--- config.mk ---
export PLATFORM = sky130hd
export DESIGN_NAME = pipeTop
export DESIGN_NICKNAME = d
export VERILOG_FILES = /design/src/common/pipePkg.sv /design/src/common/pipeCtrlIf.sv /design/src/hazard/hazard.sv /design/src/source/fetchPc.sv /design/src/source/trapRegs.sv /design/src/source/stageChain.sv /design/src/source/issueQueue.sv /design/src/source/pipeTop.sv
export VERILOG_INCLUDE_DIRS = /design/src /design/src/common
export SDC_FILE = /design/constraint.sdc
export NUM_CORES = 1
export LEC_CHECK = 0
export ABC_AREA = 1
export BUFFER_PORTS_ARGS = -buffer_cell sky130_fd_sc_hd__buf_2
export CAP_MARGIN = 0
export CORE_ASPECT_RATIO = 1.75
export CORE_MARGIN = 2
export CORE_UTILIZATION = 45
export CTS_BUF_LIST = sky130_fd_sc_hd__clkbuf_16
export DETAILED_ROUTE_END_ITERATION = 8
export SLEW_MARGIN = 15
export SYNTH_ARGS = -nofsm -noshare
export SYNTH_HDL_FRONTEND = slang
export SYNTH_SLANG_ARGS = --single-unit
--- constraint.sdc ---
create_clock -name clk -period 7.8 [get_ports clk]
set_input_delay 1.17 -clock clk [delete_from_list [all_inputs] [get_ports clk]]
set_output_delay 1.17 -clock clk [all_outputs]
set_load 0.01 [all_outputs]
--- src/common/pipe_macros.svh ---
`ifndef PIPE_MACROS_SVH
`define PIPE_MACROS_SVH

// Program counter width in bits
`define PC_WIDTH 32

// Issue queue entries
`define QUEUE_DEPTH 4

// First fetch address out of reset
`define RESET_PC 32'h0000_1000

// Trap vector until software writes one
`define TRAP_RESET 32'h0000_0100

`endif

--- src/common/pipePkg.sv ---
`include "pipe_macros.svh"

package pipePkg;

    // ----------------------------------------
    // Address and token types
    // ----------------------------------------

    // Program counter value
    typedef logic [`PC_WIDTH-1:0] addrT;

    // One instruction slot in the pipeline
    typedef struct packed {
        logic valid;
        addrT pc;
    } tokenT;

    // Bubble loaded by a flushed stage
    localparam tokenT NullToken = '{valid: 1'b0, pc: '0};

endpackage

--- src/common/pipeCtrlIf.sv ---
`timescale 1ns/1ps

interface pipeCtrlIf;
    // Front end
    logic stallF;
    logic stallF2;
    logic flushF2;
    logic stallD;
    logic flushD;
    // Issue queue and I stage
    logic stallI;
    logic stallIDe;
    logic flushI;
    logic flushQue;
    // Back end
    logic stallE;
    logic flushE;
    logic stallM;
    logic flushM;
    logic stallM2;
    logic flushM2;
    logic flushW;

    modport hazard (
        output stallF, stallF2, flushF2, stallD, flushD, stallI, stallIDe, flushI,
        output flushQue, stallE, flushE, stallM, flushM, stallM2, flushM2, flushW
    );
    modport fetch (input stallF);
    modport pipe (
        input stallF2, flushF2, stallD, flushD, stallI, stallIDe, flushI, flushQue,
        input stallE, flushE, stallM, flushM, stallM2, flushM2, flushW
    );
endinterface

--- src/hazard/hazard.sv ---
`timescale 1ns/1ps

module hazard (
    input logic clk,
    input logic reset,
    input logic branchM,
    input logic iWait,
    input logic dWait,
    input logic eWait,
    input logic overflowI,
    input logic excpM,
    input logic excpW,
    pipeCtrlIf.hazard ctrl
);

    logic excpIWait;
    logic excpIWaitNxt;
    logic branchIWait;
    logic branchIWaitNxt;
    logic fetchHold;

    // Redirects that landed while fetch was waiting
    always_ff @(posedge clk) begin
        if (reset) begin
            excpIWait <= 1'b0;
            branchIWait <= 1'b0;
        end else begin
            excpIWait <= excpIWaitNxt;
            branchIWait <= branchIWaitNxt;
        end
    end

    // ----------------------------------------
    // Priority: excp, dWait, branch, eWait,
    // overflow, iWait
    // ----------------------------------------
    always_comb begin
        fetchHold = 1'b0;
        ctrl.stallF2 = 1'b0;
        ctrl.flushF2 = 1'b0;
        ctrl.stallD = 1'b0;
        ctrl.flushD = 1'b0;
        ctrl.stallI = 1'b0;
        ctrl.stallIDe = 1'b0;
        ctrl.flushI = 1'b0;
        ctrl.flushQue = 1'b0;
        ctrl.stallE = 1'b0;
        ctrl.flushE = 1'b0;
        ctrl.stallM = 1'b0;
        ctrl.flushM = 1'b0;
        ctrl.stallM2 = 1'b0;
        ctrl.flushM2 = 1'b0;
        ctrl.flushW = 1'b0;
        excpIWaitNxt = excpIWait;
        branchIWaitNxt = branchIWait;

        if (excpM || excpW || branchM && !dWait) begin
            // Kill everything younger than the redirecting stage
            ctrl.flushF2 = 1'b1;
            ctrl.flushD = 1'b1;
            ctrl.flushI = 1'b1;
            ctrl.flushE = 1'b1;
            ctrl.flushM = 1'b1;
            ctrl.flushQue = 1'b1;
            if (excpW) begin
                ctrl.flushM2 = 1'b1;
                ctrl.flushW = 1'b1;
            end
            if (iWait) begin
                fetchHold = 1'b1;
                if (excpM || excpW) begin
                    excpIWaitNxt = 1'b1;
                end else begin
                    branchIWaitNxt = 1'b1;
                end
            end
        end else if (dWait) begin
            // Memory stall, M2 drains as a bubble
            fetchHold = 1'b1;
            ctrl.stallF2 = 1'b1;
            ctrl.stallD = 1'b1;
            ctrl.stallI = 1'b1;
            ctrl.stallIDe = 1'b1;
            ctrl.stallE = 1'b1;
            ctrl.stallM = 1'b1;
            ctrl.flushM2 = 1'b1;
        end else if (eWait) begin
            // Back end holds while the front end fills the queue
            ctrl.stallIDe = 1'b1;
            ctrl.stallE = 1'b1;
            ctrl.flushM = 1'b1;
            if (overflowI) begin
                fetchHold = 1'b1;
                ctrl.stallF2 = 1'b1;
                ctrl.stallD = 1'b1;
                ctrl.stallI = 1'b1;
            end else if (iWait) begin
                fetchHold = 1'b1;
                ctrl.flushF2 = 1'b1;
            end
        end else if (overflowI) begin
            // Front end waits while the queue drains
            fetchHold = 1'b1;
            ctrl.stallF2 = 1'b1;
            ctrl.stallD = 1'b1;
            ctrl.stallI = 1'b1;
        end else if (iWait) begin
            fetchHold = 1'b1;
            ctrl.flushF2 = 1'b1;
        end

        // Fetch resumes on the new path, drop the stale slot
        if (!fetchHold && (excpIWait || branchIWait)) begin
            ctrl.flushF2 = 1'b1;
            ctrl.flushD = 1'b1;
            excpIWaitNxt = 1'b0;
            branchIWaitNxt = 1'b0;
        end
    end

    assign ctrl.stallF = fetchHold;

    // Retirement is only cancelled by a W stage exception
    flushWCause: assert property (@(posedge clk) disable iff (reset) ctrl.flushW |-> excpW);

endmodule

--- src/source/fetchPc.sv ---
`timescale 1ns/1ps
`include "pipe_macros.svh"

module fetchPc
    import pipePkg::*;
(
    input logic clk,
    input logic reset,
    pipeCtrlIf.fetch ctrl,
    input logic redirect,
    input addrT redirectPc,
    output tokenT fetchToken
);

    // Sequential step
    localparam addrT PcStep = addrT'(4);

    addrT pc;
    logic pending;

    // ----------------------------------------
    // PC register
    // ----------------------------------------
    always_ff @(posedge clk) begin
        if (reset) begin
            pc <= `RESET_PC;
            pending <= 1'b0;
        end else if (redirect) begin
            // Redirect wins over a held fetch
            pc <= redirectPc;
            pending <= ctrl.stallF;
        end else if (!ctrl.stallF) begin
            if (pending) begin
                // Resume cycle is flushed, so issue the target again
                pending <= 1'b0;
            end else begin
                pc <= pc + PcStep;
            end
        end
    end

    always_comb begin
        fetchToken.valid = !ctrl.stallF;
        fetchToken.pc = pc;
    end

endmodule

--- src/source/trapRegs.sv ---
`timescale 1ns/1ps
`include "pipe_macros.svh"

module trapRegs
    import pipePkg::*;
(
    input logic clk,
    input logic reset,
    input logic cfgWrite,
    input addrT cfgVector,
    input logic excpTake,
    input addrT excpPc,
    output addrT trapVector,
    output addrT epc
);

    // Handler entry point
    always_ff @(posedge clk) begin
        if (reset) begin
            trapVector <= `TRAP_RESET;
        end else if (cfgWrite) begin
            trapVector <= cfgVector;
        end
    end

    // PC of the faulting token
    always_ff @(posedge clk) begin
        if (excpTake) begin
            epc <= excpPc;
        end
    end

endmodule

--- src/source/stageChain.sv ---
`timescale 1ns/1ps

module stageChain
    import pipePkg::*;
(
    input logic clk,
    input logic reset,
    pipeCtrlIf.pipe ctrl,
    input tokenT fetchToken,
    input tokenT queueHead,
    output tokenT decodeToken,
    output tokenT mToken,
    output tokenT wToken
);

    tokenT f2Q;
    tokenT dQ;
    tokenT iQ;
    tokenT eQ;
    tokenT mQ;
    tokenT m2Q;
    tokenT wQ;

    // Flush beats stall, stall beats advance
    function automatic tokenT stageNext(
        tokenT cur,
        tokenT prev,
        logic stall,
        logic flush
    );
        tokenT nxt;
        if (flush) begin
            nxt = NullToken;
        end else if (stall) begin
            nxt = cur;
        end else begin
            nxt = prev;
        end
        return nxt;
    endfunction

    // ----------------------------------------
    // Stage registers
    // ----------------------------------------
    always_ff @(posedge clk) begin
        if (reset) begin
            f2Q <= NullToken;
            dQ <= NullToken;
            iQ <= NullToken;
            eQ <= NullToken;
            mQ <= NullToken;
            m2Q <= NullToken;
            wQ <= NullToken;
        end else begin
            // Before the queue
            f2Q <= stageNext(f2Q, fetchToken, ctrl.stallF2, ctrl.flushF2);
            dQ <= stageNext(dQ, f2Q, ctrl.stallD, ctrl.flushD);
            // After the queue, I follows the dequeue side
            iQ <= stageNext(iQ, queueHead, ctrl.stallIDe, ctrl.flushI);
            eQ <= stageNext(eQ, iQ, ctrl.stallE, ctrl.flushE);
            mQ <= stageNext(mQ, eQ, ctrl.stallM, ctrl.flushM);
            m2Q <= stageNext(m2Q, mQ, ctrl.stallM2, ctrl.flushM2);
            wQ <= stageNext(wQ, m2Q, 1'b0, ctrl.flushW);
        end
    end

    assign decodeToken = dQ;
    assign mToken = mQ;
    assign wToken = wQ;

    // A stage is never held and emptied together
    // M2 may still flush behind a held M under dWait
    noStallFlush: assert property (@(posedge clk) disable iff (reset)
        !(ctrl.stallF2 && ctrl.flushF2) && !(ctrl.stallD && ctrl.flushD) &&
        !(ctrl.stallIDe && ctrl.flushI) && !(ctrl.stallE && ctrl.flushE) &&
        !(ctrl.stallM && ctrl.flushM));

endmodule

--- src/source/issueQueue.sv ---
`timescale 1ns/1ps
`include "pipe_macros.svh"

module issueQueue
    import pipePkg::*;
(
    input logic clk,
    input logic reset,
    pipeCtrlIf.pipe ctrl,
    input tokenT pushToken,
    input logic pushEn,
    input logic popEn,
    output tokenT head,
    output logic overflowI
);

    localparam int Depth = `QUEUE_DEPTH;
    localparam int PtrW = $clog2(Depth);
    localparam int CntW = $clog2(Depth + 1);

    tokenT mem [Depth];
    logic [PtrW-1:0] wrPtr;
    logic [PtrW-1:0] rdPtr;
    logic [CntW-1:0] count;
    logic empty;
    logic full;
    logic doPush;

    function automatic logic [PtrW-1:0] nextPtr(logic [PtrW-1:0] ptr);
        return (ptr == PtrW'(Depth - 1)) ? '0 : ptr + 1'b1;
    endfunction

    assign empty = (count == '0);
    assign full = (count == CntW'(Depth));
    // Write port closes while the issue side is held
    assign doPush = pushEn && !ctrl.stallI;

    // Storage
    always_ff @(posedge clk) begin
        if (doPush) begin
            mem[wrPtr] <= pushToken;
        end
    end

    // ----------------------------------------
    // Pointers and occupancy
    // ----------------------------------------
    always_ff @(posedge clk) begin
        if (reset || ctrl.flushQue) begin
            wrPtr <= '0;
            rdPtr <= '0;
            count <= '0;
        end else begin
            if (doPush) begin
                wrPtr <= nextPtr(wrPtr);
            end
            if (popEn) begin
                rdPtr <= nextPtr(rdPtr);
            end
            case ({doPush, popEn})
                2'b10: count <= count + 1'b1;
                2'b01: count <= count - 1'b1;
                default: count <= count;
            endcase
        end
    end

    assign head = empty ? NullToken : mem[rdPtr];
    // Back-pressure starts one entry short of full
    assign overflowI = (count >= CntW'(Depth - 1));

    // Hazard back-pressure must keep the queue from overrunning
    noPushFull: assert property (@(posedge clk) disable iff (reset) !(doPush && full));
    noPopEmpty: assert property (@(posedge clk) disable iff (reset) !(popEn && empty));

endmodule

--- src/source/pipeTop.sv ---
`timescale 1ns/1ps

module pipeTop
    import pipePkg::*;
(
    input logic clk,
    input logic reset,
    input logic iWait,
    input logic dWait,
    input logic eWait,
    input logic branchM,
    input logic excpM,
    input logic excpW,
    input logic cfgWrite,
    input logic [31:0] branchTarget,
    input logic [31:0] cfgVector,
    output logic [31:0] fetchPc,
    output logic [31:0] retirePc,
    output logic [31:0] mPc,
    output logic [31:0] epc,
    output logic retireValid,
    output logic mValid
);

    pipeCtrlIf ctrlBus ();

    tokenT fetchToken;
    tokenT decodeToken;
    tokenT queueHead;
    tokenT mToken;
    tokenT wToken;
    addrT trapVector;
    addrT redirectPc;
    addrT excpPc;
    logic overflowI;
    logic redirect;
    logic excpTake;
    logic pushEn;
    logic popEn;

    // ----------------------------------------
    // Redirect and trap glue
    // ----------------------------------------
    assign excpTake = excpM || excpW;
    // A branch waits behind dWait like the rest of M
    assign redirect = excpTake || (branchM && !dWait);
    assign redirectPc = excpTake ? trapVector : branchTarget;
    // W is older than M
    assign excpPc = excpW ? wToken.pc : mToken.pc;

    // Queue enqueue from D, dequeue into I
    assign pushEn = decodeToken.valid && !ctrlBus.stallD;
    assign popEn = queueHead.valid && !ctrlBus.stallIDe;

    hazard iHazard (
        .clk(clk), .reset(reset), .branchM(branchM), .iWait(iWait), .dWait(dWait),
        .eWait(eWait), .overflowI(overflowI), .excpM(excpM), .excpW(excpW), .ctrl(ctrlBus)
    );

    fetchPc iFetchPc (
        .clk(clk), .reset(reset), .ctrl(ctrlBus), .redirect(redirect),
        .redirectPc(redirectPc), .fetchToken(fetchToken)
    );

    trapRegs iTrapRegs (
        .clk(clk), .reset(reset), .cfgWrite(cfgWrite), .cfgVector(cfgVector),
        .excpTake(excpTake), .excpPc(excpPc), .trapVector(trapVector), .epc(epc)
    );

    stageChain iStageChain (
        .clk(clk), .reset(reset), .ctrl(ctrlBus), .fetchToken(fetchToken),
        .queueHead(queueHead), .decodeToken(decodeToken), .mToken(mToken), .wToken(wToken)
    );

    issueQueue iIssueQueue (
        .clk(clk), .reset(reset), .ctrl(ctrlBus), .pushToken(decodeToken), .pushEn(pushEn),
        .popEn(popEn), .head(queueHead), .overflowI(overflowI)
    );

    assign fetchPc = fetchToken.pc;
    assign mPc = mToken.pc;
    assign mValid = mToken.valid;
    assign retirePc = wToken.pc;
    assign retireValid = wToken.valid && !ctrlBus.flushW;

endmodule

Yosys cells after proc, flatten, opt, wreduce, memory -nomap -nowiden
Memories as Yosys holds them, arrays and structs flattened. A register that Yosys moved wholly into a read port is not among the register bits.
Index checks and enable logic that the tools add are counted.

operators by class
  shift-type cells = 0
  bitwise logic cells = 1
  muxes and demuxes = 38
  reductions and logical operators = 27
  $mul = 0
  div/mod/pow operators = 0
  equal/unequal tests = 6
  order comparisons = 1
  add/sub/neg operators = 5

operators by type and width
  kind                                                                     count
  32-bit 2-to-1 mux                                                        5
  33-bit 2-to-1 mux                                                        1
  32-bit by 3-bit adder with 32-bit output, second input constant          1
  1-bit 2-to-1 mux                                                         27
  2-bit OR reduction                                                       7
  2-bit 2-to-1 mux                                                         4
  2-bit equality test, second input constant                               3
  1-bit logical AND                                                        6
  3-bit case mux with 2 select lines                                       1
  3-bit AND reduction                                                      2
  1-bit zero test                                                          5
  2-bit by 1-bit adder with 2-bit output, second input constant            2
  1-bit logical OR                                                         4
  3-bit by 1-bit adder with 3-bit output, second input constant            1
  3-bit by 2-bit >= comparator with 1-bit output, second input constant    1
  3-bit zero test                                                          1
  3-bit by 1-bit subtractor with 3-bit output, second input constant       1
  2-bit by 1-bit equality test with 1-bit output, second input constant    1
  2-bit by 1-bit inequality test with 1-bit output, second input constant  1
  2-bit inequality test, second input constant                             1
  2-bit AND reduction                                                      1
  2-bit nonzero test                                                       1
  1-bit NOT                                                                1

word-level totals
  output and inout port bits = 130
  word-level logic and storage cells = 102
  bits of input ports = 73
  register bits after elaboration = 337
  ROM bits = 0
  bits in writable memories = 132
  latch bits = 0
  memories kept = 1

memories
  memory           words  bits a word  read ports  clocked after memory_dff  wr ports  line              text
  iIssueQueue.mem  4      33           1           1                         1         issueQueue.sv:21  tokenT mem [Depth];

Logic depth before layout (Yosys ltp)
Gate-level depths: netlist (run 1).

  depth after elaboration = 9
  depth in mapped cells = 16

By module
Synthesis (run 1) repeated with hierarchy kept, for this count alone.

second synthesis, totals
  cells, all modules = 2662
  area total of the unflattened synthesis = 20234.4 µm²

by module, submodules not included
  module      sequential area each (µm²)  cells an instance  instances  area an instance (µm²)
  stageChain  4624.4                      1325               1          8799.7
  issueQueue  4144.0                      485                1          5651.7
  fetchPc     660.6                       360                1          2306.0
  trapRegs    1601.5                      234                1          2297.2
  pipeTop     0.0                         219                1          918.4
  hazard      40.0                        39                 1          261.5

Least setup slack after synthesis (run 1)
No wires, ideal clock.

  path type = input to register
  start point = input port dWait
  end point = memory iIssueQueue.mem[0][0] in the netlist's numbering (enable)
  arrival time = 3.192 ns
  setup slack = 4.185 ns
  path buffers = 0
  stages on the path = 7
  path through = inv_1 > nand2_1 > nand2_4 > inv_4 > nand2_4 > nand2_1 > nor2_1

on the way
  word-level cells in the longest chain between the ends = 9

ends and longest elaborated chain
  item                                      line                             text
  start, declared                           pipeTop.sv:9                     input logic dWait,
  1-bit zero test                           hazard.sv:57                     if (excpM || excpW || branchM && !dWait) begin
  1-bit logical AND                         hazard.sv:57
  1-bit logical OR                          hazard.sv:57
  1-bit 2-to-1 mux *                        hazard.sv:57
  1-bit zero test *                         issueQueue.sv:36, pipeTop.sv:52
  1-bit logical AND                         pipeTop.sv:52                    assign pushEn = decodeToken.valid && !ctrlBus.stallD;
  1-bit logical AND *                       issueQueue.sv:36                 assign doPush = pushEn && !ctrl.stallI;
  1-bit 2-to-1 mux *                        issueQueue.sv:40                 if (doPush) begin
  1-bit 2-to-1 mux (not written as such) *  issueQueue.sv:41                 mem[wrPtr] <= pushToken;
  end, declared                             issueQueue.sv:21

Every way passes the cells marked *; elsewhere a longest branch is shown, timed or not.

Worst setup path in the final report (run 1)
  start point = input port excpM
  end point = register iIssueQueue.count[1]

on the way
  word-level cells in the longest chain between the ends = 8

ends and longest elaborated chain
  item                                                                                   line                             text
  start, declared                                                                        pipeTop.sv:12                    input logic excpM,
  1-bit logical OR * (2 in a row)                                                        hazard.sv:57
  1-bit 2-to-1 mux                                                                       hazard.sv:57
  1-bit zero test                                                                        issueQueue.sv:36, pipeTop.sv:52
  1-bit logical AND                                                                      pipeTop.sv:52
  1-bit logical AND                                                                      issueQueue.sv:36
  2-bit by 1-bit equality test with 1-bit output or 2-bit equality test (tied branches)  issueQueue.sv:60                 case ({doPush, popEn})
  3-bit case mux with 2 select lines or 2-bit nonzero test (tied branches)               n/a
  end signal, assigned                                                                   issueQueue.sv:61                 2'b10: count <= count + 1'b1;
  end signal, assigned                                                                   issueQueue.sv:62                 2'b01: count <= count - 1'b1;
  end signal, assigned                                                                   issueQueue.sv:63                 default: count <= count;
  end, declared                                                                          issueQueue.sv:24                 logic [CntW-1:0] count;

Marks and branches as above.
A chain may end at the register's enable or synchronous reset.

==> summary.txt, run 1 <==
Die
  – Initial Util: 45.71%
  – Full die area: 0.04332 mm^2
  – I/O pins: 203
  – CORE AREA: 0.04095 mm^2
  – Cell row count: 98
  – Die H: 273.8 um
  – Chip width: 158.2 um

STA
  – Setup_tns: 0 ps
  – Max Fclk: 212.0 MHz
  – Hold WS: 405.2 ps
  – Minimum clock period: 4718 ps
  – Final hold violations: 0
  – Final setup slack of the worst path: 3082 ps
  – Worst-margin pin slew: 1166 ps
  – Setup violators final: 0
  – Slew HR: 22.05%
  – Crit share post-route: 60.48%
  – RSZ-0062 raised after global routing: no
  – Final Slew Violations: 0
  – Worst Skew: 15.94 ps

Setup path
  – Worst EP arrival: 5210 ps
  – Critical Path Source Type: input port
  – Cell mode on critical path: inv_1
  – Reg-to-reg setup timing slack: 4130 ps
  – Critical R2R Capture: iIssueQueue.count[2]
  – Crit path cell chain: buf_2 -> nor2_4 -> nand2_4 -> inv_4 -> nand2_2 -> buf_4 -> nand2_1 -> inv_1 -> nand2_1 -> inv_1 -> ha_1 -> inv_1 -> fa_1 -> nor2_1 -> a21oi_1 -> nor2_1
  – Reg2reg path depth: 14
  – WS Path Type: input port to register
  – CP max stage delay: 700 ps
  – Crit end category: register
  – CP Max Fanout: 53
  – Slowest cell on crit path: nor2_4
  – Worst EP required: 8290 ps

Yosys
  – Syn_area_per_cell: 8.464 um^2
  – Compound-Gate Fraction of Synth Area: 10.91%
  – Warnings from Yosys: 0
  – #FFs+latches synth: 471
  – Register area share after synthesis: 59.13%
  – Synth Area in XOR/XNOR: 0.1403%
  – Adder-cell area share of the yosys netlist: 0.5748%
  – Simple-gate area share of the yosys netlist: 20.06%
  – Dominant synthesized flop cell: dfxtp_1
  – Post-synth cell types: 34
  – Area of the mapped netlist: 0.01872 mm^2
  – Mux contribution to synthesized area: 0%
  – Gate Count Post-Synth: 2212
  – Dominant cells by area after synthesis: dfxtp_1 (33%), edfxtp_1 (26%), nand2_1 (11%), nor2_1 (7.8%), o21ai_0 (5.4%)
  – Area share of the largest cell type after synthesis: 32.83%
  – Syn nets: 2293
  – Post-synthesis async set-or-reset flop share: 0%
  – Yosys top cell by area: dfxtp_1
  – Largest family of logic cells by synthesized area: simple AND/OR/NAND/NOR gates
  – EDFF count, synth: 164

Hold path
  – Worst Hold Path EP: iStageChain.wToken[0]
  – Hold Crit Depth: 2
  – Worst hold path type: register to register
  – Hold_sp: iStageChain.m2Q[0]

Routing
  – Vias: 13940
  – WL/cell: 14.29 um
  – Pre-antenna DRT Iters: 5
  – Iter 0 DRT Violations: 689
  – Drt total wl: 41140 um
  – Via density: 4.839
  – Post-route ant nets: 0
  – DRC viols: 0

Layout
  – Layout cells sized above 1: 13.13%
  – Non-filler cells, final: 2880
  – Nets: 2377
  – Antenna cells: 0
  – Area Growth Syn to Fin: 11.92%

Status
  – Status: completed

Flow run
  – Max-cap viol count: 0

Global routing
  – Overflow after GRT: 0
  – Vias in the first global route: 13360
  – First-pass GRT wire length: 66810 um
  – Largest net degree at the start of global routing: 71
  – Total track usage: 19.10%
  – Initial antenna violation count: 0

Clock tree
  – H-tree depth: 2
  – CTS tree: done
  – Skew-Pair Late Insertion Delay: 560 ps
  – Postcts setup bufs: 0
  – CTS Buf Count: 42
  – Clock sink count: 471
  – Clk Tree Root Cell: clkbuf_16
  – Reg clk slew, reported paths: 60 ps
  – Max clock buf depth: 3
  – Post-CTS Hold Fix Bufs: 0
  – Cts repair resizes: 0

Power and ir drop
  – PD cells: 231.2 mW/mm^2
  – Leak: 7.726 nW
  – VDD IR max: 148.9 uV
  – Total power: 4.844 mW

Placement
  – Dpl ws: 2498 ps
  – Post-DP HPWL: 28380 um
  – # port buffers: 202
  – Final Wtd Congestion: 0.9137
  – Placed Instances: 2802
[layout by cell type, fill, tap and decap left out, types with 2 or more instances in the layout]
cell type / n
dfxtp_1: 306
inv_1: 202
clkbuf_16: 42
bufinv_16: 4
o21ai_0: 201
buf_4: 16
nand3_1: 39
o21a_1: 2
a21oi_1: 133
nand2_4: 2
nor3_1: 6
o211ai_1: 3
buf_2: 202
edfxtp_1: 164
clkinv_1: 8
clkinvlp_4: 4
inv_2: 6
nand2_1: 523
ha_1: 7
nand4_1: 5
nor2_2: 5
nor2_1: 384
o32ai_1: 34
clkinv_2: 10
inv_6: 2
xor2_1: 3
nand2_2: 3
[sequential cells by signal, summed over array words and instances, names as in the netlist, named ones only]
| register | flops |
|---|---|
| iIssueQueue.mem | 132 |
| iStageChain.decodeToken | 33 |
| iStageChain.eQ | 33 |
| iStageChain.f2Q | 33 |
| iStageChain.iQ | 33 |
| iStageChain.m2Q | 33 |
| iStageChain.mToken | 33 |
| iStageChain.wToken | 33 |
| iFetchPc.pc | 32 |
| iTrapRegs.epc | 32 |
| iTrapRegs.trapVector | 32 |
| iIssueQueue.count | 3 |
| iIssueQueue.rdPtr | 2 |
| iIssueQueue.wrPtr | 2 |
| iFetchPc.pending | 1 |
| iHazard.branchIWait | 1 |
| iHazard.excpIWait | 1 |
[per-layer routing]
layer | vias to the layer above | track usage [%] | routed length (um)
met1 | 6336 | 21.64 | 16400
met2 | 339 | 35.07 | 20970
met5 | - | 0 | 0
met4 | 0 | 8.274 | 1767
met3 | 78 | 2.913 | 2005
li1 | 7184 | - | -
[worst max-delay path by stage]
stage | from | to
4_1_cts | excpM | iIssueQueue.count[1]
3_3_place_gp | excpM | iIssueQueue.count[1]
3_5_place_dp | excpM | iIssueQueue.count[1]
2_1_floorplan | dWait | iIssueQueue.mem[0][0]
6_report | excpM | iIssueQueue.count[1]
5_1_grt | excpM | iIssueQueue.count[2]
[power by group]
group	internal, mW	leakage, nW	total, mW	switching (mW)
Combinational	0.0736	3.19	0.229	0.155
Sequential	2.56	3.85	2.59	0.0305
Clock	1.12	0.685	2.02	0.901
[metrics by stage]
stage	util (%)	area (um^2)
after floorplan	-	18720
after global placement	47.88	19610
after detailed placement	47.88	19610
after CTS	51.16	20950
after global routing	51.16	20950
final	51.16	20950
[Yosys cell counts, types with 2 or more instances]
cell type  number
nand2_1       524
nor2_1        388
dfxtp_1       307
o21ai_0       201
inv_1         196
edfxtp_1      164
a21oi_1       133
clkbuf_1       71
buf_4          66
nand3_1        39
o32ai_1        34
buf_2          30
buf_1          11
ha_1            7
nor3_1          6
nand4_1         5
inv_2           4
o211ai_1        3
xor2_1          3
a31oi_1         2
clkinv_1        2
nand2_2         2
nand2_4         2
o21a_1          2
[cell families (layout without fill, tap and decap cells)]
group,after synthesis,in the layout
AND/OR/NAND/NOR,971,971
flip-flops,471,471
buffers and inverters,381,499
AO/OA/AOI/OAI,378,378
adder cells (fa/ha/maj),8,8
XOR/XNOR,3,3
[layout make-up]
class	instances	area [um^2]
Timing Repair Buffer	218	1131
Fill cell	3970	20000
Inverter	203	764.5
Clock buffer	42	1051
Tap cell	550	688.2
Clock inverter	36	295.3
Sequential cell	471	11070
Multi-Input combinational cell	1360	5952
[worst max-delay path: cells and delay by family]
kind                       cells  cell delay (ps)
and+or+nand+nor                7             1880
buffers and inverters          6             1440
adders and majority gates      2              600
AOI/OAI and AO/OA              1               40
Note: power is estimated with default switching activity, not from simulation.
==> inputs of run 2 (changes only) <==
- PLACE_DENSITY: unset -> 0.66
- clock period: 7.8 -> 3.9 ns (I/O delays scaled with it)
==> run 2 against run 1 <==
Compared with the run above: critical endpoint is now iIssueQueue.count[2]; highest routed layer is now met5; power grew 99%; hold slack worse by 140 ps; global-route usage is 0.31 points lower.
==> summary.txt, run 2 (synthesis results as in run 1) <==
STA
  – RSZ-0062 raised after global routing: no
  – Minimum clock period: 2740 ps
  – Final hold violations: 0
  – Worst Skew: 20.38 ps
  – Max Fclk: 365.0 MHz
  – Slew HR: 29.22%
  – Crit share post-route: 70.26%
  – Final Slew Violations: 0
  – Setup violators final: 0
  – Setup_tns: 0 ps
  – Worst-margin pin slew: 1061 ps

Clock tree
  – Post-CTS Hold Fix Bufs: 0
  – H-tree depth: 2
  – Postcts setup bufs: 0
  – Skew-Pair Late Insertion Delay: 540 ps
  – Reg clk slew, reported paths: 70 ps
  – Clk Tree Root Cell: clkbuf_16
  – CTS tree: done
  – Clock sink count: 471
  – Cts repair resizes: 0
  – CTS Buf Count: 41
  – Max clock buf depth: 3

Power and ir drop
  – PD cells: 459.5 mW/mm^2
  – Gate power share: 4.8%
  – Power share of the sequential group: 53.8%
  – Switching Fraction: 22.45%
  – VDD IR max: 303.9 uV
  – Internal cell power: 7.468 mW
  – Leak: 7.747 nW
  – Clock power share: 41.4%
  – Switching power: 2.162 mW

Setup path
  – Worst EP arrival: 3170 ps
  – CP max stage delay: 410 ps
  – CP Max Fanout: 46
  – Crit path cell chain: buf_2 -> inv_1 -> nand2_1 -> nand2_4 -> inv_4 -> nand2_4 -> nand2_1 -> ha_1 -> inv_1 -> fa_1 -> a21oi_1 -> o21ai_0 -> o21ai_0 -> a21oi_1
  – Critical Path Source Type: input port
  – Crit end category: register
  – WS Path Type: input port to register
  – Worst EP required: 4330 ps
  – Slowest cell on crit path: nand2_1

Routing
  – Via density: 4.813
  – WL/cell: 14.07 um
  – Drt total wl: 40550 um
  – Post-route ant nets: 0
  – Iter 0 DRT Violations: 746
  – Pre-antenna DRT Iters: 5
  – DRC viols: 0
  – Vias: 13880

Placement
  – Final Wtd Congestion: 0.9059
  – # port buffers: 202
  – Post-DP HPWL: 28080 um
  – Post-Place Cell Area: 0.01966 mm^2

Hold path
  – Worst hold path type: input port to register

Layout
  – Area Growth Syn to Fin: 11.94%
  – Final instance area: 0.02096 mm^2
  – Top reg by flops: iIssueQueue.mem
  – Most common cell after layout, fill and taps aside: nand2_1
  – Nets: 2383
  – Antenna cells: 0
  – Fill cell count: 3940
  – Max reg flops: 132
  – Commonest non-fill, non-tap cells in the layout: nand2_1 (523), nor2_1 (384), dfxtp_1 (307), buf_2 (202), o21ai_0 (201)
  – Layout cells sized above 1: 13.42%

Global routing
  – Vias in the first global route: 13290
  – First-pass GRT wire length: 65980 um
  – Overflow after GRT: 0
  – Initial antenna violation count: 1
  – Largest net degree at the start of global routing: 69
  – Total track usage: 18.79%

Die
  – Cell row count: 98
  – Die H: 273.8 um
  – CORE AREA: 0.04095 mm^2
  – Initial Util: 45.71%
  – Full die area: 0.04332 mm^2
  – I/O pins: 203
  – Chip width: 158.2 um

Flow run
  – Max-cap viol count: 0

Status
  – Status: completed
run 2: power by group through the flow:
| stage | registers, mW | clock network [mW] | logic [mW] |
|---|---|---|---|
| floorplan | 5.28 | 0 | 0.336 |
| global placement | 5.29 | 0 | 0.461 |
| detailed placement | 5.29 | 0 | 0.466 |
| CTS | 5.18 | 4.08 | 0.468 |
| global route | 5.19 | 4.28 | 0.528 |
| finish | 5.18 | 3.99 | 0.462 |
run 2: path summary, 6_finish.rpt:
check                             from                       end  slack [ps]  depth (start not counted)
setup / recovery                 dWait      iIssueQueue.count[2]        1160                         14
hold / removal           cfgVector[17]  iTrapRegs.trapVector[17]         260                          3
setup reg to reg  iIssueQueue.count[0]      iIssueQueue.count[2]        1210                         11
hold reg to reg    iStageChain.m2Q[11]    iStageChain.wToken[11]         410                          2
run 2: area by class of cell:
cell class | count | area (um^2) | area share [%]
timing repair buffer | 225 | 1184 | 5.648
clock inverter | 33 | 271.5 | 1.296
clock buffer | 41 | 1026 | 4.896
multi-input combinational | 1360 | 5952 | 28.40
inverter | 203 | 764.5 | 3.648
sequential | 471 | 11070 | 52.83
tap | 550 | 688.2 | 3.284
run 2: stage by stage:
step | cells | setup slack, ps | power [mW] | hold slack, ps | utilization (%)
after floorplan | 2212 | 869.5 | 5.614 | 393.6 | -
after global placement | 2809 | 739.6 | 5.748 | 394.4 | 48.00
after detailed placement | 2809 | 616.5 | 5.755 | 396.6 | 48.00
after CTS | 2883 | 1196 | 9.724 | 243.9 | 51.17
after global routing | 2883 | 898.8 | 9.994 | 259.0 | 51.17
final | 2883 | 1160 | 9.630 | 261.9 | 51.17
run 2: worst max-delay path: cells and delay by family:
family                     cells  cell delay [ps]
buffers and inverters          4              530
AOI/OAI and AO/OA              4              510
and+or+nand+nor                4              940
adders and majority gates      2              590
run 2: routing by layer:
metal	GRT usage, %	wire length [um]	vias up
li1	-	-	7198
met1	21.26	16310	6291
met2	34.91	20840	312
met3	3.357	2111	72
met4	6.662	1284	2
met5	0	13	-
